### src/hw/vidmcu_cfg.svh
// ======================================================================
// Video timing constants
// Tick divider, address width, register page, counter load values,
// sync points and display/blank windows of the three timing sets
// ======================================================================
`ifndef VIDMCU_CFG_SVH
`define VIDMCU_CFG_SVH

`define VID_AW          21          // Word address, bits 21:1
`define TICK_DIV        16          // clk32 cycles per 2 MHz tick
`define REG_PAGE        8'h82       // FF82xx

// Horizontal counter runs from load value to 127
`define HLOAD_PAL       7'd1        // 128 ticks per line
`define HLOAD_NTSC      7'd2        // 127 ticks
`define HLOAD_MONO      7'd73       // 56 ticks
`define HSYNC_ON_COL    7'd101
`define HSYNC_OFF_COL   7'd111
`define HSYNC_ON_MONO   7'd121
`define HSYNC_OFF_MONO  7'd127

// Vertical counter runs from load value to 511
`define VLOAD_PAL       9'd200      // 313 lines per frame
`define VLOAD_NTSC      9'd250      // 263 lines
`define VLOAD_MONO      9'd12       // 501 lines
`define VSYNC_ON_COL    9'd508
`define VSYNC_ON_MONO   9'd510

// Display windows, counted from line end and frame start
`define HDE_SET_PAL     7'd12
`define HDE_RESET_PAL   7'd96
`define HDE_SET_NTSC    7'd11
`define HDE_RESET_NTSC  7'd95
`define HDE_SET_MONO    7'd2
`define HDE_RESET_MONO  7'd43
`define VDE_SET_PAL     9'd62
`define VDE_RESET_PAL   9'd262
`define VDE_SET_NTSC    9'd33
`define VDE_RESET_NTSC  9'd233
`define VDE_SET_MONO    9'd35
`define VDE_RESET_MONO  9'd435

// Blank windows, colour only
`define HBLANK_SET_PAL    7'd9
`define HBLANK_SET_NTSC   7'd8
`define HBLANK_RESET      7'd114
`define VBLANK_SET_PAL    9'd24
`define VBLANK_RESET_PAL  9'd307
`define VBLANK_SET_NTSC   9'd15
`define VBLANK_RESET_NTSC 9'd257

`endif
### src/hw/vidmcu_pkg.sv
// ======================================================================
// Shared types of the video timing block
// Timing set and register select enums
// ======================================================================
package vidmcu_pkg;

    // Timing set, built from the resolution and sync bits
    typedef enum logic [1:0] {
        MODE_PAL  = 2'd0,       // Colour, 50 Hz
        MODE_NTSC = 2'd1,       // Colour, 60 Hz
        MODE_MONO = 2'd2        // Monochrome, 71 Hz
    } video_mode_e;

    // Addressed register in the FF82xx page
    typedef enum logic [3:0] {
        SEL_NONE   = 4'd0,
        SEL_BASE_H = 4'd1,      // FF8201
        SEL_BASE_M = 4'd2,      // FF8203
        SEL_BASE_L = 4'd3,      // FF820D
        SEL_CNT_H  = 4'd4,      // FF8205
        SEL_CNT_M  = 4'd5,      // FF8207
        SEL_CNT_L  = 4'd6,      // FF8209
        SEL_SYNC   = 4'd7,      // FF820A
        SEL_HOFF   = 4'd8,      // FF820F
        SEL_MODE   = 4'd9       // FF8260
    } reg_sel_e;

endpackage

### src/hw/vidmcu_top.sv
// ======================================================================
// Video timing top level
// Register decode, sync and enable generators, address counter
// ======================================================================
`timescale 1ns/100ps
`include "vidmcu_cfg.svh"

module vidmcu_top import vidmcu_pkg::*; (
    input  logic        clk32,
    input  logic        porb,
    input  logic [23:1] addr_i,
    input  logic [15:0] data_i,
    input  logic        as_i,
    input  logic        rw_i,
    input  logic        uds_i,
    input  logic        lds_i,
    output logic [15:0] data_o,
    output logic        hsync_n_o,
    output logic        vsync_n_o,
    output logic        de_o,
    output logic        blank_n_o
);

    video_mode_e        mode;
    reg_sel_e           sel;
    logic [`VID_AW-1:0] base;
    logic [7:0]         hoff;
    logic [7:0]         data_hi;
    logic               tick;
    logic               line_end;
    logic               frame_start;

    // Input side
    vid_reg_decode u_decode (
        .clk32(clk32),
        .porb(porb),
        .addr_i(addr_i),
        .data_i(data_i),
        .as_i(as_i),
        .rw_i(rw_i),
        .uds_i(uds_i),
        .lds_i(lds_i),
        .mode_o(mode),
        .base_o(base),
        .hoff_o(hoff),
        .sel_o(sel),
        .data_hi_o(data_hi)
    );

    // ==================================================================
    // Timing generators
    // ==================================================================
    hsync_gen u_hsync (
        .clk32(clk32),
        .porb(porb),
        .mode_i(mode),
        .tick_o(tick),
        .line_end_o(line_end),
        .hsync_n_o(hsync_n_o)
    );

    vsync_gen u_vsync (
        .clk32(clk32),
        .porb(porb),
        .mode_i(mode),
        .tick_i(tick),
        .line_end_i(line_end),
        .vsync_n_o(vsync_n_o),
        .frame_start_o(frame_start)
    );

    de_gen u_de (
        .clk32(clk32),
        .porb(porb),
        .mode_i(mode),
        .tick_i(tick),
        .line_end_i(line_end),
        .frame_start_i(frame_start),
        .de_o(de_o),
        .blank_n_o(blank_n_o)
    );

    // Output side
    vid_addr_cnt u_addr (
        .clk32(clk32),
        .porb(porb),
        .tick_i(tick),
        .de_i(de_o),
        .frame_start_i(frame_start),
        .base_i(base),
        .hoff_i(hoff),
        .sel_i(sel),
        .data_hi_i(data_hi),
        .data_o(data_o)
    );

endmodule

### src/hw/vid_addr_cnt.sv
// ======================================================================
// Video address counter
// Word counter with frame reload and line offset, CPU read data mux
// ======================================================================
`timescale 1ns/100ps
`include "vidmcu_cfg.svh"

module vid_addr_cnt import vidmcu_pkg::*; (
    input  logic                clk32,
    input  logic                porb,
    input  logic                tick_i,
    input  logic                de_i,
    input  logic                frame_start_i,
    input  logic [`VID_AW-1:0]  base_i,
    input  logic [7:0]          hoff_i,
    input  reg_sel_e            sel_i,
    input  logic [7:0]          data_hi_i,
    output logic [15:0]         data_o
);

    logic [`VID_AW-1:0] vid;
    logic               de_d;
    logic [7:0]         data_lo;

    always_ff @(posedge clk32 or negedge porb) begin
        if (!porb) begin
            vid  <= '0;
            de_d <= 1'b0;
        end else begin
            de_d <= de_i;
            if (frame_start_i)
                vid <= base_i;
            else if (de_d && !de_i)
                vid <= vid + `VID_AW'(hoff_i);  // End of displayed line
            else if (tick_i && de_i)
                vid <= vid + `VID_AW'(1);       // One word per displayed tick
        end
    end

    // ==================================================================
    // Read mux, lower byte
    // ==================================================================
    always_comb begin
        case (sel_i)
            SEL_BASE_H: data_lo = {2'b00, base_i[`VID_AW-1:15]};
            SEL_BASE_M: data_lo = base_i[14:7];
            SEL_BASE_L: data_lo = {base_i[6:0], 1'b0};
            SEL_CNT_H:  data_lo = {2'b00, vid[`VID_AW-1:15]};
            SEL_CNT_M:  data_lo = vid[14:7];
            SEL_CNT_L:  data_lo = {vid[6:0], 1'b0};
            SEL_HOFF:   data_lo = hoff_i;
            default:    data_lo = 8'hFF;
        endcase
    end

    assign data_o = {data_hi_i, data_lo};

endmodule

### src/hw/de_gen.sv
// ======================================================================
// Display enable and blanking
// Horizontal and vertical window counters, DE and BLANK_N
// ======================================================================
`timescale 1ns/100ps
`include "vidmcu_cfg.svh"

module de_gen import vidmcu_pkg::*; (
    input  logic        clk32,
    input  logic        porb,
    input  video_mode_e mode_i,
    input  logic        tick_i,
    input  logic        line_end_i,
    input  logic        frame_start_i,
    output logic        de_o,
    output logic        blank_n_o
);

    logic [6:0] hcnt;
    logic [8:0] vcnt;
    logic       hde;
    logic       vde;
    logic       hblank;     // High inside the visible area
    logic       vblank;
    logic [6:0] hde_on;
    logic [6:0] hde_off;
    logic [6:0] hbl_on;
    logic [8:0] vde_on;
    logic [8:0] vde_off;
    logic [8:0] vbl_on;
    logic [8:0] vbl_off;

    // Window points per mode, mono uses the PAL blank points
    always_comb begin
        hbl_on  = `HBLANK_SET_PAL;
        vbl_on  = `VBLANK_SET_PAL;
        vbl_off = `VBLANK_RESET_PAL;
        case (mode_i)
            MODE_NTSC: begin
                hde_on  = `HDE_SET_NTSC;
                hde_off = `HDE_RESET_NTSC;
                vde_on  = `VDE_SET_NTSC;
                vde_off = `VDE_RESET_NTSC;
                hbl_on  = `HBLANK_SET_NTSC;
                vbl_on  = `VBLANK_SET_NTSC;
                vbl_off = `VBLANK_RESET_NTSC;
            end
            MODE_MONO: begin
                hde_on  = `HDE_SET_MONO;
                hde_off = `HDE_RESET_MONO;
                vde_on  = `VDE_SET_MONO;
                vde_off = `VDE_RESET_MONO;
            end
            default: begin
                hde_on  = `HDE_SET_PAL;
                hde_off = `HDE_RESET_PAL;
                vde_on  = `VDE_SET_PAL;
                vde_off = `VDE_RESET_PAL;
            end
        endcase
    end

    // ==================================================================
    // Horizontal window, restarts at each line end
    // ==================================================================
    always_ff @(posedge clk32 or negedge porb) begin
        if (!porb) begin
            hcnt   <= '0;
            hde    <= 1'b0;
            hblank <= 1'b0;
        end else if (tick_i) begin
            if (line_end_i) begin
                hcnt   <= '0;
                hde    <= 1'b0;
                hblank <= 1'b0;
            end else begin
                hcnt <= hcnt + 7'd1;
                if (hcnt == hde_on)        hde <= 1'b1;
                if (hcnt == hde_off)       hde <= 1'b0;
                if (hcnt == hbl_on)        hblank <= 1'b1;
                if (hcnt == `HBLANK_RESET) hblank <= 1'b0;
            end
        end
    end

    // ==================================================================
    // Vertical window, restarts at frame start
    // ==================================================================
    always_ff @(posedge clk32 or negedge porb) begin
        if (!porb) begin
            vcnt   <= '0;
            vde    <= 1'b0;
            vblank <= 1'b0;
        end else if (frame_start_i) begin
            vcnt   <= '0;
            vde    <= 1'b0;
            vblank <= 1'b0;
        end else if (line_end_i) begin
            vcnt <= vcnt + 9'd1;
            if (vcnt == vde_on)  vde <= 1'b1;
            if (vcnt == vde_off) vde <= 1'b0;
            if (vcnt == vbl_on)  vblank <= 1'b1;
            if (vcnt == vbl_off) vblank <= 1'b0;
        end
    end

    // Outputs move on ticks only
    always_ff @(posedge clk32 or negedge porb) begin
        if (!porb) begin
            de_o      <= 1'b0;
            blank_n_o <= 1'b1;
        end else if (tick_i) begin
            de_o      <= hde & vde;
            blank_n_o <= (mode_i == MODE_MONO) | (hblank & vblank);   // Mono never blanked
        end
    end

endmodule

### src/hw/vsync_gen.sv
// ======================================================================
// Vertical timing
// Line counter with doubled load line, VSYNC and frame start pulse
// ======================================================================
`timescale 1ns/100ps
`include "vidmcu_cfg.svh"

module vsync_gen import vidmcu_pkg::*; (
    input  logic        clk32,
    input  logic        porb,
    input  video_mode_e mode_i,
    input  logic        tick_i,
    input  logic        line_end_i,
    output logic        vsync_n_o,
    output logic        frame_start_o
);

    logic [8:0] vcnt;
    logic       vload;          // Second load line
    logic [8:0] load_val;
    logic [8:0] sync_on;

    always_comb begin
        sync_on = `VSYNC_ON_COL;
        case (mode_i)
            MODE_NTSC: load_val = `VLOAD_NTSC;
            MODE_MONO: begin
                load_val = `VLOAD_MONO;
                sync_on  = `VSYNC_ON_MONO;
            end
            default:   load_val = `VLOAD_PAL;
        endcase
    end

    always_ff @(posedge clk32 or negedge porb) begin
        if (!porb) begin
            vcnt          <= '0;
            vload         <= 1'b0;
            vsync_n_o     <= 1'b1;
            frame_start_o <= 1'b0;
        end else begin
            frame_start_o <= 1'b0;
            if (tick_i && line_end_i) begin
                if (vcnt == 9'd511 || vload) begin
                    vload     <= ~vload;
                    vcnt      <= load_val;
                    vsync_n_o <= 1'b1;      // Sync ends on reload
                end else begin
                    vcnt <= vcnt + 9'd1;
                end
                if (vcnt == sync_on) begin
                    vsync_n_o     <= 1'b0;
                    frame_start_o <= 1'b1;  // Same edge as the VSYNC fall
                end
            end
        end
    end

endmodule

### src/hw/hsync_gen.sv
// ======================================================================
// Horizontal timing
// 2 MHz tick divider, horizontal counter with doubled load cycle,
// HSYNC and the line end pulse
// ======================================================================
`timescale 1ns/100ps
`include "vidmcu_cfg.svh"

module hsync_gen import vidmcu_pkg::*; (
    input  logic        clk32,
    input  logic        porb,
    input  video_mode_e mode_i,
    output logic        tick_o,
    output logic        line_end_o,
    output logic        hsync_n_o
);

    localparam int DIV_W = $clog2(`TICK_DIV);

    logic [DIV_W-1:0] div_cnt;
    logic [6:0]       hcnt;
    logic             hload;        // Load value held for a second tick
    logic [6:0]       load_val;
    logic [6:0]       sync_on;
    logic [6:0]       sync_off;

    always_comb begin
        sync_on  = `HSYNC_ON_COL;
        sync_off = `HSYNC_OFF_COL;
        case (mode_i)
            MODE_NTSC: load_val = `HLOAD_NTSC;
            MODE_MONO: begin
                load_val = `HLOAD_MONO;
                sync_on  = `HSYNC_ON_MONO;
                sync_off = `HSYNC_OFF_MONO;
            end
            default:   load_val = `HLOAD_PAL;
        endcase
    end

    // Tick divider
    always_ff @(posedge clk32 or negedge porb) begin
        if (!porb)
            div_cnt <= '0;
        else if (tick_o)
            div_cnt <= '0;
        else
            div_cnt <= div_cnt + 1'b1;
    end

    assign tick_o     = (div_cnt == DIV_W'(`TICK_DIV - 1));
    assign line_end_o = tick_o && (hcnt == 7'd127);     // Reload starts

    // ==================================================================
    // Horizontal counter and sync
    // ==================================================================
    always_ff @(posedge clk32 or negedge porb) begin
        if (!porb) begin
            hcnt      <= '0;
            hload     <= 1'b0;
            hsync_n_o <= 1'b1;
        end else if (tick_o) begin
            if (hcnt == 7'd127 || hload) begin
                hload <= ~hload;
                hcnt  <= load_val;
            end else begin
                hcnt <= hcnt + 7'd1;
            end
            if (hcnt == sync_on)
                hsync_n_o <= 1'b0;
            if (hcnt == sync_off)
                hsync_n_o <= 1'b1;
        end
    end

endmodule

### src/hw/vid_reg_decode.sv
// ======================================================================
// CPU register decode for the FF82xx video page
// Base, line offset, sync and resolution registers, mode derivation
// and the upper read byte
// ======================================================================
`timescale 1ns/100ps
`include "vidmcu_cfg.svh"

module vid_reg_decode import vidmcu_pkg::*; (
    input  logic                clk32,
    input  logic                porb,
    input  logic [23:1]         addr_i,
    input  logic [15:0]         data_i,
    input  logic                as_i,
    input  logic                rw_i,
    input  logic                uds_i,
    input  logic                lds_i,
    output video_mode_e         mode_o,
    output logic [`VID_AW-1:0]  base_o,
    output logic [7:0]          hoff_o,
    output reg_sel_e            sel_o,
    output logic [7:0]          data_hi_o
);

    logic page;
    logic sync_r;       // Set selects 60 Hz
    logic mono_r;       // Set selects monochrome

    assign page = as_i && (addr_i[23:16] == 8'hFF) && (addr_i[15:8] == `REG_PAGE);

    // ==================================================================
    // Register select
    // ==================================================================
    always_comb begin
        sel_o = SEL_NONE;
        if (page) begin
            case (addr_i[7:1])
                7'h00: if (lds_i) sel_o = SEL_BASE_H;
                7'h01: if (lds_i) sel_o = SEL_BASE_M;
                7'h02: if (lds_i) sel_o = SEL_CNT_H;
                7'h03: if (lds_i) sel_o = SEL_CNT_M;
                7'h04: if (lds_i) sel_o = SEL_CNT_L;
                7'h05: if (uds_i) sel_o = SEL_SYNC;     // Even byte
                7'h06: if (lds_i) sel_o = SEL_BASE_L;
                7'h07: if (lds_i) sel_o = SEL_HOFF;
                7'h30: if (uds_i) sel_o = SEL_MODE;     // Even byte
                default: sel_o = SEL_NONE;
            endcase
        end
    end

    // ==================================================================
    // Writable registers
    // ==================================================================
    always_ff @(posedge clk32 or negedge porb) begin
        if (!porb) begin
            base_o <= '0;
            hoff_o <= '0;
            sync_r <= 1'b0;
            mono_r <= 1'b0;
        end else if (!rw_i) begin
            case (sel_o)
                SEL_BASE_H: base_o[`VID_AW-1:15] <= data_i[5:0];
                SEL_BASE_M: base_o[14:7] <= data_i[7:0];
                SEL_BASE_L: base_o[6:0] <= data_i[7:1];  // Word aligned
                SEL_HOFF:   hoff_o <= data_i[7:0];
                SEL_SYNC:   sync_r <= data_i[9];
                SEL_MODE:   mono_r <= data_i[9];
                default:    ;
            endcase
        end
    end

    // Mono overrides the sync bit
    always_comb begin
        if (mono_r)
            mode_o = MODE_MONO;
        else if (sync_r)
            mode_o = MODE_NTSC;
        else
            mode_o = MODE_PAL;
    end

    // Upper read byte, only bit 9 is live
    always_comb begin
        case (sel_o)
            SEL_SYNC: data_hi_o = {6'h3F, sync_r, 1'b0};
            SEL_MODE: data_hi_o = {6'h3F, mono_r, 1'b0};
            default:  data_hi_o = 8'hFF;
        endcase
    end

endmodule

### config.mk
export PLATFORM = sky130hd
export DESIGN_NAME = vidmcu_top
export DESIGN_NICKNAME = d
export VERILOG_FILES = /design/src/hw/vidmcu_pkg.sv /design/src/hw/vidmcu_top.sv /design/src/hw/vid_addr_cnt.sv /design/src/hw/de_gen.sv /design/src/hw/vsync_gen.sv /design/src/hw/hsync_gen.sv /design/src/hw/vid_reg_decode.sv
export VERILOG_INCLUDE_DIRS = /design/src /design/src/hw
export SDC_FILE = /design/constraint.sdc
export NUM_CORES = 1
export LEC_CHECK = 0
export BUFFER_PORTS_ARGS = -buffer_cell sky130_fd_sc_hd__clkbuf_2
export CORE_ASPECT_RATIO = 1.75
export CORE_MARGIN = 2
export CORE_UTILIZATION = 45
export DETAILED_ROUTE_END_ITERATION = 12
export PLACE_DENSITY_LB_ADDON = 0.08
export SLEW_MARGIN = 20
export SYNTH_ARGS = -nofsm -noshare
export SYNTH_HDL_FRONTEND = slang
export SYNTH_SLANG_ARGS = --single-unit
### constraint.sdc
create_clock -name clk32 -period 3.6 [get_ports clk32]
set_input_delay 0.18 -clock clk32 [delete_from_list [all_inputs] [get_ports clk32]]
set_output_delay 0.18 -clock clk32 [all_outputs]
set_load 0.005 [all_outputs]
-- Word-level counts from Yosys, hierarchy flattened
Cells that the tools add are included.
- register bits after elaboration: 100
- bits in latches: 0
- memory bits (writable): 0
- ROM bits: 0
- input bits: 45
- output and inout bits: 20
- memories kept: 0
- $add $sub $neg: 7
- $mul: 0
- div/mod/pow operators: 0
- magnitude comparators: 0
- eq/ne operators: 35
- shift operators: 0
- muxes and demuxes: 56
- bitwise logic cells: 6
- reductions and logical operators: 32
- operators with widths (cell ; count):
    $mux 21 ; 3
    $pmux 8 s7 ; 1
    $pmux 4 s9 ; 1
    $eq 7x3->1 const B ; 4
    $pmux 7 s2 ; 2
    $reduce_and 2->1 ; 14
    $eq 9x9->1 ; 3
    $mux 9 ; 3
    $mux 1 ; 23
    $add 21x1->21 const B ; 1
    $add 21x8->21 ; 1
    $eq 7x7->1 ; 3
    $add 9x1->9 const B ; 2
    $pmux 9 s2 ; 1
    $eq 4x3->1 const B ; 4
    $eq 8x8->1 const B ; 2
    $mux 4 ; 4
    $pmux 8 s2 ; 1
    $mux 5 ; 3
    $reduce_bool 3->1 ; 5
    $add 7x1->7 const B ; 2
    $eq 7x2->1 const B ; 2
    $eq 7x4->1 ; 2
    $eq 7x7->1 const B ; 2
    other kinds (26) ; 47

-- Depth between registers and ports, before layout
- depth after elaboration: 9
- gate-level depth with buffers: 10
- gate-level depth less buffers: 10

-- By module
Synthesis repeated with hierarchy kept, for this count alone.
- cell total of the unflattened synthesis: 735
- area, all modules: 6875.3 um2
- by module, submodules not included (module ; times used ; cells each ; area each (um2) ; seq. area each (um2)):
    vid_addr_cnt ; 1 ; 303 ; 2381.0 ; 550.5
    vid_reg_decode ; 1 ; 134 ; 1657.8 ; 775.7
    de_gen ; 1 ; 153 ; 1395.1 ; 551.8
    vsync_gen ; 1 ; 73 ; 721.9 ; 301.5
    hsync_gen ; 1 ; 72 ; 719.4 ; 326.6

-- Worst setup path before layout
OpenSTA, ideal clock, no wires.
- path kind: register to register
- from: register u_de.de_o
- to: register u_addr.vid[20]
- library setup time: 0.125 ns
- arrival: 3.058 ns
- required time: 3.475 ns
- setup slack: 0.418 ns
- cell stages (with the launch flop): 11
- period minus slack after synthesis: 3.182 ns
- path through: dfrtp_1 > nor2b_1 > nand2b_1 > ha_1 > fa_1 > a21oi_1 > o21ai_0 > a2111oi_1 > nor4_1 > xor2_1 > mux2_2
- word-level cells in the longest chain between the ends: 4
- elaborated cells between the ends (all ways): 6
- classes of those cells: 2 x mux; 4 x reduce/logical
- RTL lines (element ; RTL line ; text):
    from (decl) ; de_gen.sv:15 ; output logic de_o,
    from (signal assigned) ; de_gen.sv:113 ; de_o <= hde & vde;
    $logic_not 1->1 ; vid_addr_cnt.sv:33 ; else if (de_d && !de_i)
    $logic_and 1x1->1 ; vid_addr_cnt.sv:33 ;
    $mux 21 ; vid_addr_cnt.sv:33 ;
    $mux 21 ; vid_addr_cnt.sv:31 ; if (frame_start_i)
    to (signal assigned) ; vid_addr_cnt.sv:32 ; vid <= base_i;
    to (signal assigned) ; vid_addr_cnt.sv:34 ; vid <= vid + `VID_AW'(hoff_i);
    to (signal assigned) ; vid_addr_cnt.sv:36 ; vid <= vid + `VID_AW'(1);
    to (decl) ; vid_addr_cnt.sv:21 ; logic [`VID_AW-1:0] vid;
Several ways; a longest one is shown, not always the timed one.
A chain may end at the register's enable or synchronous reset.

-- Final worst setup path
Same ends and word-level chain as after synthesis.

==> metrics.cfg <==
[outcome]
outcome = completed

[floorplan]
std_cell_rows = 56
initial_utilization_pct = 46.00
core_area_sq_um = 13450
dieWidth_um = 92.65
die_y_um = 159.1
die_area_sq_um = 14740
io_pins = 65

[layout]
drive_gt1_share_pct = 19.09
fin_cells = 902
syn_to_final_growth_pct = 12.31
antennaDiodeCount = 0
fin_nets = 785

[yosys]
syn_area_sq_um = 6188
synthMostInstantiatedCell = dfrtp_1
synth_top_area_cell = dfrtp_1
synth.top_cells.by_count = dfrtp_1, nand2_1, o21ai_0
syn_area_per_cell_sq_um = 9.141
synth-adder-area-share_pct = 3.558
synth_area_leaders = dfrtp_1, mux2_2, nand2_1, o21ai_0, ha_1
synth-xor-area-share_pct = 4.529
synth_seq_cells = 100
ys_types = 66
synthCells = 677
synth-edff-count = 0
yosysWarnings = 0
yosysSeqAreaShare_pct = 40.50
synth_top_family_by_area = simple AND/OR/NAND/NOR gates
yosys.area.top_type_share_pct = 39.22
synth_compound_area_share_pct = 15.55
async_reset_ff_share_pct = 100.0
synthMuxAreaShare_pct = 9.422
synthSimpleGateAreaFrac_pct = 22.48
synth_ff_type = dfrtp_1

[cts]
cts.path.max_buffers = 2
cts-root-buf = clkbuf_16
cts.clk_slew.worst_paths_ns = 0.07
cts_buffers = 9
htree_num_levels = 3
post-cts-setup-buffer-count = 0
clkLatencyLatePin_ns = 0.35
cts_sinks = 100
cts_tree = built

[timing]
hold_viol = 0
drv_slew = 0
rsz0062_at_grt = false
tightestPinTransition_ns = 1.092
fin_ws_ns = 0.6412
min_period_over_period_pct = 82.19
finClkSkew_ns = 0.01318
fin_setup_tns_ns = 0
fmax_mhz = 338.0
maxSlewHeadroom_pct = 27.21
fin_crit_ns = 2.959
final-setup-viol-count = 0

[setup_path]
crit_arrival_ns = 3.19
start_kind = register
critPathMaxFanout = 7
worstSetupPathType = reg2reg
cp-end-kind = register
cp.required_ns = 3.83

[global_route]
grt_antenna_before_repair = 0
grt_use_total_pct = 22.84
grt_first_pass_wirelength_um = 26790
gr-total-overflow = 0
grt_pass1_vias = 5342
grt_max_degree = 55

[placed_design]
dp.cells = 885
pre_cts_ws_ns = 0.6613
io_buffers = 51
hpwlAfterDp_um = 12190
place_congestion = 0.9057

[detailed_routing]
vias_per_cell = 5.885
vias = 5308
ant_nets = 0
routed_wl_um = 16280
firstDrtPassIters = 5
wl_per_cell_um = 18.04
drtIter0Drc = 348
drc = 0

[power]
clock_power_share_pct = 47.0
peakVddDrop_uv = 216.4
power.internal_mw = 1.785
netSwitchingFraction_pct = 21.59
p_seq_share_pct = 49.3
p_per_area_nw_per_um2 = 327.6
leakage_nw = 3.032
power.switching_mw = 0.4915
pwr-share-comb_pct = 3.6

[flow_run]
maxCapViolCount = 0

[min_path]
hp-class = in2reg

==> stage by stage <==
stage	instance area, sq um	total power, mW	hold WS (ns)	util (%)
2_1_floorplan	6207	1.178	-0.1156	-
3_3_place_gp	6608	1.226	0.2775	49.12
3_5_place_dp	6608	1.228	0.2869	49.12
4_1_cts	6950	2.306	0.06545	51.66
5_1_grt	6950	2.364	0.08353	51.66
6_report	6950	2.277	0.06686	51.66
==> layout by cell type, fill, tap and decap left out, drive strengths merged, types with 10 or more instances in the layout <==
cell	instances
mux2	40
ha	16
xnor2	19
nand4	15
nor3	22
o21ai	64
nand3	27
nor2	44
clkbuf	60
mux2i	11
a21oi	37
nand2	89
xor2	13
inv	11
dfrtp	97
buf	18
nor2b	10
and2	10
==> cell type report <==
cell class	instances	area, sq um
Sequential cell	100	2506
Multi-Input combinational cell	534	3465
Tap cell	174	217.7
Fill cell	1305	6502
Timing Repair Buffer	69	395.4
Inverter	9	33.78
Clock inverter	6	93.84
Clock buffer	10	239.0
==> layer usage <==
layer  wire length (um)  global-route usage, %
met1               6321                  25.88
met3                464                  2.366
met2               8949                  42.27
met5                  0                      0
met4                540                  10.36
==> power groups by stage <==
| stage | Clock, mW | Combinational [mW] | Sequential, mW |
|---|---|---|---|
| after floorplan | 0 | 0.0331 | 1.14 |
| after global placement | 0 | 0.0811 | 1.14 |
| after detailed placement | 0 | 0.0832 | 1.14 |
| after CTS | 1.10 | 0.0844 | 1.12 |
| after global routing | 1.15 | 0.0940 | 1.12 |
| final | 1.07 | 0.0829 | 1.12 |
==> registers in the layout, summed over array words and instances, names as in the netlist, 4 cells and up <==
| name | flops |
|---|---|
| u_addr.vid | 21 |
| u_de.hcnt | 7 |
| u_de.vcnt | 9 |
| u_decode.base_o | 21 |
| u_decode.hoff_o | 8 |
| u_hsync.div_cnt | 4 |
| u_hsync.hcnt | 7 |
| u_vsync.vcnt | 9 |
==> cell families (layout without fill, tap and decap cells) <==
family                   Yosys count  after routing
AO/OA/AOI/OAI                    156            156
XOR/XNOR                          32             32
adder cells (fa/ha/maj)           17             17
buffers and inverters             48             94
flip-flops                       100            100
multiplexers                      51             51
other                              1              6
AND/OR/NAND/NOR                  272            272
==> path summary, 6_finish.rpt <==
path	start	slack, ns	cells past startpoint	end
worst max-delay path	u_de.de_o	0.64	11	u_addr.vid[20]
worst min-delay path	data_i[9]	0.07	2	u_decode.mono_r
worst max register to register	u_de.de_o	0.64	11	u_addr.vid[20]
worst min register to register	u_de.blank_n_o	0.49	2	u_de.blank_n_o
max in group asynchronous	porb	2.26	3	u_vsync.vsync_n_o
min in group asynchronous	porb	0.44	2	u_decode.base_o[5]
==> critical path, stage by stage, from the launching register on <==
cell and delay, ns:
dfrtp_1 0.45, nor2b_1 0.21, nand2b_1 0.09, ha_1 0.22, fa_1 0.42, a21oi_1 0.19
o21ai_0 0.14, a2111oi_1 0.39, buf_4 0.22, nor4_1 0.07, xor2_1 0.17, mux2_2 0.27
==> repair_timing <==
| item | in CTS | in global routing |
|---|---|---|
| endpoints found under the hold margin | 51 | 0 |
| gates resized for setup | 0 | 0 |
| hold buffers | 1 | 0 |
Power figures use the tool's default switching activity.
